==> config.mk <==
export PLATFORM = sky130hd
export DESIGN_NAME = tag_coalescer
export DESIGN_NICKNAME = d
export VERILOG_FILES = /design/src/hdl/spike_filter_pkg.sv /design/src/hdl/tag_coalescer.sv
export SDC_FILE = /design/constraint.sdc
export NUM_CORES = 1
export LEC_CHECK = 0
export ABC_AREA = 1
export BUFFER_PORTS_ARGS = -buffer_cell sky130_fd_sc_hd__buf_4
export CELL_PAD_IN_SITES_DETAIL_PLACEMENT = 0
export CELL_PAD_IN_SITES_GLOBAL_PLACEMENT = 1
export CORE_UTILIZATION = 43
export CTS_CLUSTER_SIZE = 10
export DETAILED_ROUTE_END_ITERATION = 6
export HOLD_SLACK_MARGIN = 0.03
export PLACE_DENSITY = 0.81
export SLEW_MARGIN = 0
export SYNTH_ARGS = -nofsm -noshare
export SYNTH_HDL_FRONTEND = slang
export SYNTH_SLANG_ARGS = --single-unit
==> constraint.sdc <==
create_clock -name clk -period 2.8 [get_ports clk]
set_input_delay 0.14 -clock clk [delete_from_list [all_inputs] [get_ports clk]]
set_output_delay 0.14 -clock clk [all_outputs]
set_load 0.01 [all_outputs]
==> src/hdl/spike_filter_pkg.sv <==
`default_nettype none

package spike_filter_pkg;

  ////////////////////////////////////////
  // sizes

  // filter index and memory address
  localparam int filt_idx_w = 10;
  localparam int max_filts = 1 << filt_idx_w;

  // filter state is 18.9 fixed point
  localparam int state_w = 27;
  localparam int frac_w = 9;

  // spike count per coalesced run
  localparam int ct_w = 10;
  localparam int max_ct = (1 << ct_w) - 1;

  // decay sweep period in clocks
  localparam int period_w = 20;

  // increment product is count times 18.9 constant
  localparam int inc_prod_w = state_w + ct_w;
  // decay product is 0.27 times 18.9, giving 18.36
  localparam int dec_prod_w = 2 * state_w;
  localparam int dec_frac_w = frac_w + state_w;

  ////////////////////////////////////////
  // types

  typedef logic [filt_idx_w-1:0] filt_idx_t;

  typedef struct packed {
    filt_idx_t tag;
  } spike_tag_t;

  typedef struct packed {
    filt_idx_t tag;
    logic [ct_w-1:0] ct;
  } tag_ct_t;

  typedef struct packed {
    filt_idx_t filt_idx;
    logic [state_w-1:0] filt_state;
  } filter_out_t;

  // one extra bit so that all max_filts filters can be enabled
  typedef struct packed {
    logic [filt_idx_w:0] filts_used;
    logic [state_w-1:0] increment_constant;
    logic [state_w-1:0] decay_constant;
  } filter_cfg_t;

endpackage

`default_nettype wire
==> src/hdl/tag_coalescer.sv <==
`timescale 1ns/100ps
`default_nettype none

// merges back-to-back spikes of one tag into a (tag, count) record
module tag_coalescer (
  input  logic                          clk,
  input  logic                          reset,
  input  spike_filter_pkg::spike_tag_t  spike_in,
  input  logic                          spike_valid,
  output logic                          spike_ready,
  output spike_filter_pkg::tag_ct_t     run,
  output logic                          run_valid,
  input  logic                          run_ready
);
  import spike_filter_pkg::*;

  // run being accumulated
  tag_ct_t pend;
  logic pend_valid;

  // low for the first clock out of reset
  logic live;

  logic out_free;
  logic spike_fire;
  logic same_tag;
  logic close_run;

  // output register can take a new run this cycle
  assign out_free = !run_valid || run_ready;
  assign spike_ready = live && out_free;
  assign spike_fire = spike_valid && spike_ready;
  assign same_tag = pend_valid && (spike_in.tag == pend.tag);

  // close on input idle, on saturation, or on a new tag
  assign close_run = pend_valid && out_free &&
                     (!spike_valid ||
                      (pend.ct == ct_w'(max_ct)) ||
                      (spike_fire && !same_tag));

  ////////////////////////////////////////
  // control

  always_ff @(posedge clk, posedge reset) begin
    if (reset) begin
      live <= 1'b0;
      pend_valid <= 1'b0;
      run_valid <= 1'b0;
    end else begin
      live <= 1'b1;
      if (spike_fire)
        pend_valid <= 1'b1;
      else if (close_run)
        pend_valid <= 1'b0;
      // released run shows up the cycle after it closes
      if (close_run)
        run_valid <= 1'b1;
      else if (run_ready)
        run_valid <= 1'b0;
    end
  end

  ////////////////////////////////////////
  // payload

  always_ff @(posedge clk) begin
    if (close_run)
      run <= pend;
    if (spike_fire) begin
      pend.tag <= spike_in.tag;
      // same tag extends the run unless it was just closed at max_ct
      if (same_tag && !close_run)
        pend.ct <= pend.ct + 1'b1;
      else
        pend.ct <= ct_w'(1);
    end
  end

endmodule

`default_nettype wire

==> summary.md <==
| Metric | Value |
|---|---|
| Post-DP Area | `0.002238 sq mm` |
| Crit-path cells | `ha_1 -> nand3_2 -> nor2_2 -> nand2_2 -> o21ai_2 -> inv_1 -> nand2_2 -> nand2_4 -> inv_1 -> buf_4` |
| Ports | `36` |
| # DRC | `0` |
| PortBufs | `35` |
| # setup viols final | `0` |
| Sequential share of power | `0.552` |
| Mapped cell area | `approximately 0.0019 sq mm` |
| Switching power share of the total | `0.2777` |
| Stages on the worst setup path | `10` |
| Critical Path Source | `pend[0]` |
| P per Cell Area | `just under 700 mW/mm^2` |
| Delay-heaviest family, CP | `buffers and inverters` |
| DIE AREA | `0.004702 sq mm` |
| Hold depth | `1` |
| TritonCTS clock tree | `done` |
| Max Clock Freq | `~480 MHz` |
| Slew Limit Fails | `0` |
| Die Y-Extent | `just under 70 um` |
| Initial core utilization | `0.4631` |
| Distinct cells, synth | `24` |
| Nets | `between 200 and 250` |
| Post-Syn Instances | `163` |
| Drt wl/cell | `around 13 um` |
| Gate power share | `0.225` |
| HPWL Detailed | `2515 um` |
| Place WS | `0.7168 ns` |
| Cell taking the most area after synthesis | `edfxtp_1` |
| CP Capture Type | `flop` |
| Number of synthesized flops with an enable pin | `40` |
| Largest net degree at the start of global routing | `21` |
| Critical Path Start Type | `flop` |
| Setup TNS | `0 ns` |
| GRT overflow | `0` |
| Clk Latency, worst-skew pair | `~0.29 ns` |
| Pint | `approximately 1200 uW` |
| Vias per inst | `between 4 and 5` |
| Post CTS Setup Buffer Count | `0` |
| LEAKAGE | `0.001030 uW` |
| Initial antenna violation count | `0` |
| CTS H-tree lvls | `2` |
| Root Buffer | `clkbuf_8` |
| Reg2Reg Depth | `10` |
| R2R setup slack | `between 0.7 and 0.8 ns` |
| Top-count cell post-synth | `edfxtp_1` |
| Min Tclk post-route | `2.064 ns` |
| Critical path capture point | `run[14]` |
| Total number of yosys warnings | `0` |
| DR vias | `~1,200` |
| Number of core rows | `23` |
| RePlAce Congestion | `~0.8` |
| 1st-iter DRT viols | `47` |
| Data arrival, critical path | `a little over 2 ns` |
| CORE AREA | `just over 0.004 sq mm` |
| Global Route Usage Sum | `0.1645` |
| Worst IR drop on VDD | `~340 uV` |
| Critical path class | `flop to flop` |
| Post-Layout Cell Count | `260` |
| Number of global-route vias before repair | `~1,200` |
| CTS Buffer Depth | `2` |
| Post-cts resize count | `0` |
| Tightest Hold Check Type | `input pin to flop` |
| Area growth syn-to-layout | `23.24%` |
| Post-Syn Nets | `approximately 180` |
| Setup WS post-layout | `~0.74 ns` |
| Reg2reg end | `run[14]` |
| Share of cells above drive strength 1 | `0.3000` |
| Die span in x | `between 60 and 70 um` |
| WL final | `about 3300 um` |
| First-pass GRT wire length | `between 5000 and 6000 um` |
| Max Clock Skew | `between 0.004 and 0.005 ns` |
| Clock-pin slew on the worst setup and hold paths | `about 0.070 ns` |
| RSZ-0062 raised after global routing | `no` |
| CTS Buf Count | `5` |
| Top FF cell, synth | `edfxtp_1` |
| Inst Count DP | `between 200 and 250` |
| ANT cells | `0` |
| Worst Path Buf+Inv | `3` |
| Clock power frac | `0.223` |
| Worst path slowest cell | `edfxtp_1` |
| ANT nets after route | `0` |
| Outcome | `completed` |
| Sw power | `447.2 uW` |
| Largest cells by area after synthesis | `edfxtp_1 63%, nand2_1 7.5%, inv_1 5.9%` |
| #FFs+latches synth | `43` |
| Syn avg cell area | `roughly 12 sq um` |
| DRT Pass-1 Iters | `4` |
| Worst slew margin | `0.4508` |
| Critical path fanouts, max | `15` |
| Final hold vios | `0` |
| Max_cap viols | `0` |
| Design Area, Final | `between 0.002 and 0.0025 sq mm` |
| Reg2reg start | `pend[0]` |
| CP max stage delay | `between 0.4 and 0.5 ns` |
| Post-synthesis async set-or-reset flop share | `0.06977` |
| Worst-margin pin slew | `0.8228 ns` |
| Register area share after synthesis | `0.6697` |
| Final Cycle Share | `0.7371` |
| CTS sink count | `43` |
| Post-synth top cells | `40 x edfxtp_1, 38 x nand2_1, 30 x inv_1, 11 x nor2_2, 7 x nor2_1` |
| CP required | `~2.8 ns` |
| Yosys top cell area share | `0.6303` |
## cells by family (layout without fill, tap and decap cells)
family	after synthesis	count (layout)	share of synthesized area
flops	43	43	0.6697
buf+inv	31	78	0.06106
xor+xnor	9	9	0.04136
fa+ha+maj	1	1	0.006565
other cells	1	1	0.001968
compound gates	5	5	0.01970
simple gates	73	73	0.1996
## stage by stage
| stage | total power [uW] | utilization | hold WS [ns] |
|---|---|---|---|
| 6_report | 1610 | 0.5707 | 0.04469 |
| 5_1_grt | 1704 | 0.5707 | 0.03041 |
| 4_1_cts | 1627 | 0.5658 | 0.03532 |
| 3_5_place_dp | 1268 | 0.5439 | 0.02156 |
| 3_3_place_gp | 1257 | 0.5439 | 0.01544 |
| 2_1_floorplan | 1080 | - | -0.1064 |
## state kept, by name, summed over array words and instances, names as in the netlist
signal,count
run,20
run_valid,1
pend,20
pend_valid,1
live,1
## power groups by stage
stage | Sequential (uW) | Combinational (uW) | Clock (uW)
floorplan | 932 | 148 | 0
global placement | 898 | 358 | 0
detailed placement | 905 | 363 | 0
CTS | 891 | 366 | 370
global route | 900 | 403 | 401
finish | 889 | 362 | 360
## worst min path at each step
stage / start / endpoint / slack (ns)
floorplan: reset / live / -0.11
global placement: reset / live / 0.02
detailed placement: reset / live / 0.02
CTS: spike_in[5] / pend[15] / 0.04
global route: spike_in[3] / pend[13] / 0.03
finish: spike_in[7] / pend[17] / 0.04
## final cells by class
cell class              instances  area [sq um]
clock buffers                   6         72.57
clock inverters                 2         7.507
fillers                       348          1767
inverters                      31         116.4
multi-input cells              89         513.0
flip-flops and latches         43          1276
well taps                      50         62.56
repair buffers                 39         300.3
## per-layer routing
metal | track usage | vias to the layer above | share of wire
li1 | - | 611 | -
met1 | 0.1965 | 575 | 0.45
met2 | 0.2757 | 29 | 0.49
met3 | 0.05263 | 6 | 0.052
met4 | 0.06250 | 0 | 0.014
met5 | 0 | - | 0
## timing repair
action	CTS	global route
hold buffers	1	2
endpoints found under the hold margin	3	2
setup endpoints to repair	0	0
## cells in the final DEF (no fill, tap or decap)
cell	Yosys	final
edfxtp_1	40	40
nand2_1	38	38
buf_4	0	36
inv_1	30	30
nor2_2	11	11
nor2_1	7	7
nand3_1	6	6
xnor2_1	5	5
clkbuf_8	0	5
xor2_1	4	4
nand2_2	3	3
dlygate4sd3_1	0	3
dfrtp_1	3	3
nand4_1	2	2
nand3_2	2	2
clkinv_1	0	2
a21boi_1	1	1
inv_2	1	1
o21ai_0	1	1
o21ai_2	1	1
nand2_4	1	1
o211ai_1	1	1
o2111ai_1	1	1
nor2_8	1	1
nand2_8	1	1
nor3_2	1	1
ha_1	1	1
clkbuf_1	0	1
conb_1	1	1
Power figures use the tool's default switching activity.
