## src/hdl/spike_filter_pkg.sv

```systemverilog
`default_nettype none

package spike_filter_pkg;

  ////////////////////////////////////////
  // sizes

  // filter index and memory address
  localparam int filt_idx_w = 10;
  localparam int max_filts = 1 << filt_idx_w;

  // filter state is 18.9 fixed point
  localparam int state_w = 27;
  localparam int frac_w = 9;

  // spike count per coalesced run
  localparam int ct_w = 10;
  localparam int max_ct = (1 << ct_w) - 1;

  // decay sweep period in clocks
  localparam int period_w = 20;

  // increment product is count times 18.9 constant
  localparam int inc_prod_w = state_w + ct_w;
  // decay product is 0.27 times 18.9, giving 18.36
  localparam int dec_prod_w = 2 * state_w;
  localparam int dec_frac_w = frac_w + state_w;

  ////////////////////////////////////////
  // types

  typedef logic [filt_idx_w-1:0] filt_idx_t;

  typedef struct packed {
    filt_idx_t tag;
  } spike_tag_t;

  typedef struct packed {
    filt_idx_t tag;
    logic [ct_w-1:0] ct;
  } tag_ct_t;

  typedef struct packed {
    filt_idx_t filt_idx;
    logic [state_w-1:0] filt_state;
  } filter_out_t;

  // one extra bit so that all max_filts filters can be enabled
  typedef struct packed {
    logic [filt_idx_w:0] filts_used;
    logic [state_w-1:0] increment_constant;
    logic [state_w-1:0] decay_constant;
  } filter_cfg_t;

endpackage

`default_nettype wire
```

## src/hdl/update_timer.sv

```systemverilog
`timescale 1ns/100ps
`default_nettype none

// periodic one-clock pulse that starts a decay sweep
module update_timer (
  input  logic                                  clk,
  input  logic                                  reset,
  input  logic [spike_filter_pkg::period_w-1:0] update_period,
  output logic                                  update_pulse
);
  import spike_filter_pkg::*;

  // clocks left in the current period, zero means not loaded
  logic [period_w-1:0] remain;

  always_ff @(posedge clk, posedge reset) begin
    if (reset) begin
      remain <= '0;
      update_pulse <= 1'b0;
    end else if (update_period == '0) begin
      // zero period stops the timer
      remain <= '0;
      update_pulse <= 1'b0;
    end else if (remain <= period_w'(1)) begin
      // terminal count or first load
      remain <= update_period;
      update_pulse <= (remain == period_w'(1));
    end else begin
      remain <= remain - 1'b1;
      update_pulse <= 1'b0;
    end
  end

endmodule

`default_nettype wire

```

## config.mk

```make
export PLATFORM = sky130hd
export DESIGN_NAME = update_timer
export DESIGN_NICKNAME = d
export VERILOG_FILES = /design/src/hdl/spike_filter_pkg.sv /design/src/hdl/update_timer.sv
export SDC_FILE = /design/constraint.sdc
export NUM_CORES = 1
export LEC_CHECK = 0
export BUFFER_PORTS_ARGS = -buffer_cell sky130_fd_sc_hd__buf_2
export CAP_MARGIN = 20
export CORE_ASPECT_RATIO = 0.6
export CORE_MARGIN = 2
export CORE_UTILIZATION = 54
export CTS_BUF_LIST = sky130_fd_sc_hd__clkbuf_16
export DETAILED_ROUTE_END_ITERATION = 10
export GPL_TIMING_DRIVEN = 0
export PLACE_DENSITY = 0.81
export RECOVER_POWER = 50
export SETUP_SLACK_MARGIN = 0.05
export SYNTH_ARGS = -nofsm -noshare
export SYNTH_HDL_FRONTEND = slang
export SYNTH_SLANG_ARGS = --single-unit
```

## constraint.sdc

```tcl
create_clock -name clk -period 2.2 [get_ports clk]
set_clock_uncertainty 0.05 [all_clocks]
set_input_delay 0.44 -clock clk [delete_from_list [all_inputs] [get_ports clk]]
set_output_delay 0.44 -clock clk [all_outputs]
set_load 0.02 [all_outputs]
```

==> results of run 1 <==
## worst max-delay path by stage
| stage | from | endpoint | slack [ns] |
|---|---|---|---|
| final | remain[0] | remain[18] | 0.08 |
| after global routing | remain[0] | remain[18] | -0.04 |
| after detailed placement | remain[10] | remain[7] | 0.15 |
| after CTS | remain[10] | remain[7] | 0.14 |
| after floorplan | remain[10] | remain[0] | 0.41 |
| after global placement | remain[10] | remain[7] | 0.24 |
## sequential cells by signal, summed over array words and instances, names as in the netlist
| name | flops |
|---|---|
| update_pulse | 1 |
| remain | 20 |
## kinds of logic after synthesis
family                   count (synthesis)  synth area share
AO/OA/AOI/OAI                           33             0.163
XOR/XNOR                                15             0.103
adder cells (fa/ha/maj)                  2            0.0195
buffers and inverters                    9            0.0449
flip-flops                              21             0.410
AND/OR/NAND/NOR                         54             0.260
## critical path: cells and delay by family, from the launching register on
family / cells / cell delay [ns]
AND/OR/NAND/NOR: 4 / 0.93
adder cells (fa/ha/maj): 1 / 0.21
flip-flops: 1 / 0.47
buffers and inverters: 1 / 0.09
AO/OA/AOI/OAI: 1 / 0.26
## repair_timing
| action | 4_1_cts | 5_1_grt |
|---|---|---|
| resized for setup | 0 | 2 |
| buffers inserted | 0 | 4 |
| setup endpoints to repair | 0 | 11 |
## metrics by stage
stage / total power, mW / utilization / setup TNS (ns)
CTS: 1.41 / 0.682 / 0
global placement: 0.994 / 0.646 / 0
detailed placement: 1.02 / 0.646 / 0
global route: 1.53 / 0.702 / -0.0415
finish: 1.47 / 0.702 / 0
floorplan: 0.915 / - / 0
## cells in the mapped netlist, drive strengths merged
library cell / instances / area share
dfrtp: 21 / 0.41
nor2: 17 / 0.050
nor4: 13 / 0.092
o21ai: 11 / 0.043
xnor2: 11 / 0.075
a21oi: 10 / 0.039
a211oi: 7 / 0.049
nand2: 5 / 0.015
buf: 4 / 0.030
nor3: 4 / 0.016
xor2: 4 / 0.027
inv: 3 / 0.0088
nand3: 3 / 0.012
nand4: 3 / 0.015
a311oi: 2 / 0.014
and3: 2 / 0.0098
clkbuf: 2 / 0.0059
ha: 2 / 0.020
o31ai: 2 / 0.012
and4b: 1 / 0.0078
nand2b: 1 / 0.0049
nand4b: 1 / 0.0068
nor3b: 1 / 0.0098
nor4b: 1 / 0.012
o41ai: 1 / 0.0068
or2: 1 / 0.0049
or4: 1 / 0.0059
## power groups by stage
stage,clock [mW],sequential (mW),combinational [mW]
6_report,0.384,0.674,0.411
4_1_cts,0.385,0.656,0.367
2_1_floorplan,0,0.630,0.285
3_5_place_dp,0,0.660,0.360
5_1_grt,0.403,0.685,0.446
3_3_place_gp,0,0.646,0.348
## layer usage
layer,share of wire,up-vias,track usage,wire length [um]
met5,0,-,0,0
met4,0.024,0,0.0694,85
met3,0.078,12,0.0650,273
met2,0.49,74,0.396,1710
met1,0.41,569,0.345,1450
li1,-,561,-,-
## cell type report
cell class	instances	area, um2	area share
plain buffers	6	46.3	0.0298
clock buffers	3	75.1	0.0483
clock inverters	1	3.75	0.00242
inverters	3	11.3	0.00725
multi-input cells	104	713	0.459
flip-flops and latches	21	526	0.338
well taps	30	37.5	0.0242
repair buffers	26	140	0.0902
==> results.md, run 1 <==
- Nature of the critical path endpoint: flip-flop
- Post-synthesis sequential area ratio: 0.410
- Cell area after synthesis: 0.00128 mm2
- Sequential share of power: 0.458
- CTS tree: built
- Total global routing track utilization: 0.252
- Initial Util: 0.579
- Layout Cell Area excl Fill: 0.00155 mm2
- Rows: 13
- Worst-path cell chain: inv_1 -> ha_1 -> nor3b_2 -> nand4_1 -> o31ai_1 -> and3_1 -> nor2_1
- Slew HR: 0.458
- Peak supply drop: 0.658 mV
- Power Dens Cells: 946 mW/mm2
- R2R Path End: remain[18]
- CP arrival: 2.22 ns
- Tcrit/Tclk final: 0.964
- Total die area: 0.00279 mm2
- Min Tclk post-route: 2.12 ns
- H-tree lvl count: 1
- Clock Sinks: 21
- Internal: 0.950 mW
- Slew @ Worst Pin: 0.812 ns
- Non-filler cells, final: 194
- GPL Wtd Cong: 0.888
- DR iter-0 viols: 111
- Ports: 23
- N_diodes: 0
- Reported net switching power: 0.519 mW
- Buffers on Ports: 22
- Pre-Repair DR Iteration Count: 4
- Commonest non-fill, non-tap cell in the layout: buf_2
- Chip Height: 41.7 um
- Vias per inst: 6.27
- Largest net degree at the start of global routing: 22
- Hold Buf Count CTS: 0
- # DRC: 0
- CP startpoint kind: flip-flop
- Reg2reg start: remain[0]
- CTS max path bufs: 2
- Final Max Tran Viols: 0
- Status: finished clean
- First-pass GRT wire length: 5300 um
- WL final: 3520 um
- Fmax: 472 MHz
- Synthesized area per cell: 9.56 um2
- Kind of critical path: reg2reg
- Layout area overhead: 21.2%
- Final hold slack: 0.286 ns
- Placed cell area: 0.00143 mm2
- Crit path largest cell delay: 0.47 ns
- Post-synthesis net count: 158
- Final worst slack: 0.0793 ns
- Cells after synthesis: 134
- Synth warn: 0
- Clock-pin slew on the worst setup and hold paths: 0.06 ns
- Vias: 1216
- Setup slack, reg-to-reg: 0.08 ns
- Worst EP required: 2.29 ns
- DP HPWL: 2360 um
- Core Area: 0.00221 mm2
- TritonCTS Buffers: 3
- Fin nets: 189
- Dpl cells: 186
- Initial antenna violation count: 0
- ANT nets after route: 0
- Clk Latency, worst-skew pair: 0.25 ns
- Unique masters post-synth: 32
- Share of cells above drive strength 1: 0.256
- Final setup viols: 0
- Max-cap violations: 0
- Gr ovfl total: 0
- Combinational share of power: 0.280
- Setup WS pre-CTS: 0.146 ns
- Final Hold Fails: 0
- Crit path max fanout: 6
- Clock power frac: 0.262
- Unrepaired setup endpoints after global routing: true
- Overall die width: 66.9 um
- Root buf cell: clkbuf_16
- Depth of the worst register-to-register path: 7
- Sw Ratio: 0.354
- Fillers: 171
- Vias in the first global route: 1113
- Average wire per cell in the routed design: 18.1 um
- Number of synthesized register bits: 21
- HP Class: in2async
- Lkg Pwr: 0.621 nW
- Crit-path slowest cell: dfrtp_1
- Most frequent cells in the layout: buf_2 (23), dfrtp_1 (21), nor2_1 (17)
Power figures use the tool's default switching activity.
==> run 2: changes to the inputs <==
CTS_BUF_LIST = unset   (was sky130_fd_sc_hd__clkbuf_16)
==> results.md, run 2 (synthesis gave the netlist of run 1 again) <==
- Tcrit/Tclk final: 0.924 (-0.0395)
- ANT nets after route: 0 (unchanged)
- CP arrival: 2.13 ns (-0.09 ns)
- Status: finished clean
- Final setup viols: 0 (unchanged)
- Unrepaired setup endpoints after global routing: true
- Final Hold Fails: 0 (unchanged)
- Setup TNS: 0 ns (unchanged)
- Core Area: 0.00221 mm2 (unchanged)
- Vias in the first global route: 1111 (-0.18%)
- Slew HR: 0.448 (-0.00995)
- Max-cap violations: 0 (unchanged)
- CP startpoint kind: flip-flop
- Top Registers: remain (20), update_pulse (1)
- TritonCTS Buffers: 3 (unchanged)
- Most frequent cells in the layout: buf_2 (23), dfrtp_1 (21), nor2_1 (17)
- # DRC: 0 (unchanged)
- H-tree lvl count: 1 (unchanged)
- Worst EP required: 2.30 ns (about the same)
- CTS max path bufs: 2 (unchanged)
- DP HPWL: 2360 um (unchanged)
- Reg2reg start: remain[8]
- Fin nets: 187 (-1.1%)
- GPL Wtd Cong: 0.888 (unchanged)
- Total die area: 0.00279 mm2 (unchanged)
- Buffers on Ports: 22 (unchanged)
- Gr ovfl total: 0 (unchanged)
- Share of cells above drive strength 1: 0.247 (-0.00918)
- Overall die width: 66.9 um (unchanged)
- N_diodes: 0 (unchanged)
- Fillers: 183 (+7.0%)
- Clock-pin slew on the worst setup and hold paths: 0.08 ns (+0.02 ns)
- Layout area overhead: 17.2%
- Setup slack, reg-to-reg: 0.17 ns (+0.09 ns)
- Lkg Pwr: 0.591 nW (-4.8%)
- Total global routing track utilization: 0.253 (+0.000573)
- Ports: 23 (unchanged)
- First-pass GRT wire length: 5260 um (-0.66%)
- Max FFs per register: 20 (unchanged)
- Vias: 1169 (-3.9%)
- Kind of critical path: reg2reg
- Initial antenna violation count: 0 (unchanged)
- CTS tree: built
- Chip Height: 41.7 um (unchanged)
- Min Tclk post-route: 2.03 ns (-0.0869 ns)
- Peak supply drop: 0.623 mV (-5.2%)
- Clk Latency, worst-skew pair: 0.27 ns (+0.02 ns)
- Clock Sinks: 21 (unchanged)
- Largest net degree at the start of global routing: 22 (unchanged)
- Power Dens Cells: 883 mW/mm2 (-6.6%)
- CP startpoint: remain[8]
- Final worst slack: 0.166 ns (+0.0869 ns)
- WL final: 3280 um (-6.9%)
- Slew @ Worst Pin: 0.826 ns (+0.0149 ns)
- Initial Util: 0.579 (unchanged)
- HP Class: in2async
- Depth of the worst register-to-register path: 6 (-1)
- Vias per inst: 6.09 (-2.9%)
- Final Max Tran Viols: 0 (unchanged)
- Root buf cell: clkbuf_8
- Rows: 13 (unchanged)
- Largest register by flop count: remain
- DR iter-0 viols: 58 (-48%)
- Average wire per cell in the routed design: 17.1 um (-5.9%)
- Commonest non-fill, non-tap cell in the layout: buf_2
- Fmax: 492 MHz (+4.3%)
- Hold Buf Count CTS: 0 (unchanged)
- Nature of the critical path endpoint: flip-flop
- Setup WS pre-CTS: 0.146 ns (unchanged)
- Crit path max fanout: 10 (+4)
- R2R Path End: remain[7]
- Pre-Repair DR Iteration Count: 4 (unchanged)
-- run 2: cell types whose count changed in the layout (fill, tap and decap cells not counted), sizes merged --
| cell | change |
|---|---|
| inv | -1 |
| clkbuf | +1 |
| buf | -2 |
-- run 2: critical path: stages, from the launching register on --
cell      delay (ns)
dfrtp_1         0.47
nor4_4          0.35
nor4b_2         0.26
nand4_1         0.17
buf_6           0.21
buf_6           0.14
a311oi_1        0.25
-- run 2: worst max-delay path by stage --
| stage | end | slack, ns |
|---|---|---|
| after global placement | remain[7] | 0.24 |
| after floorplan | remain[0] | 0.41 |
| after global routing | remain[7] | 0.02 |
| after CTS | remain[11] | 0.10 |
| after detailed placement | remain[7] | 0.15 |
| final | remain[7] | 0.17 |
-- run 2: layer usage --
metal  routed length [um]  global-route usage  up-vias
li1                     -                   -      557
met1                 1450               0.340      555
met2                 1530               0.396       47
met3                  222              0.0732       10
met4                   77              0.0735        0
met5                    0                   0        -
-- run 2: report_power, final --
part / switching [mW] / total (mW) / internal (mW)
registers: 0.181 / 0.676 / 0.494
clock network: 0.130 / 0.259 / 0.129
logic: 0.186 / 0.391 / 0.205
-- run 2: through the flow --
step / cells / power [mW] / hold slack [ns] / utilization / instance area, um2
after floorplan: 134 / 0.915 / 0.367 / - / 1280
after global placement: 186 / 0.994 / 0.511 / 0.646 / 1430
after detailed placement: 186 / 1.02 / 0.536 / 0.646 / 1430
after CTS: 190 / 1.28 / 0.295 / 0.666 / 1470
after global routing: 192 / 1.39 / 0.323 / 0.679 / 1500
final: 192 / 1.33 / 0.274 / 0.679 / 1500
-- run 2: layout make-up --
cell class / instances / area (um2) / area share
multi-input combinational: 104 / 711 / 0.473
sequential: 21 / 526 / 0.350
timing repair buffer: 24 / 125 / 0.0833
buffer: 6 / 46.3 / 0.0308
clock buffer: 4 / 45.0 / 0.0300
tap: 30 / 37.5 / 0.0250
inverter: 3 / 11.3 / 0.00750
-- run 2: repair_timing --
item | 4_1_cts | 5_1_grt
gates resized for setup | 0 | 2
setup buffers | 0 | 2
endpoints found under the setup margin | 0 | 20
endpoints found under the hold margin | 0 | 0
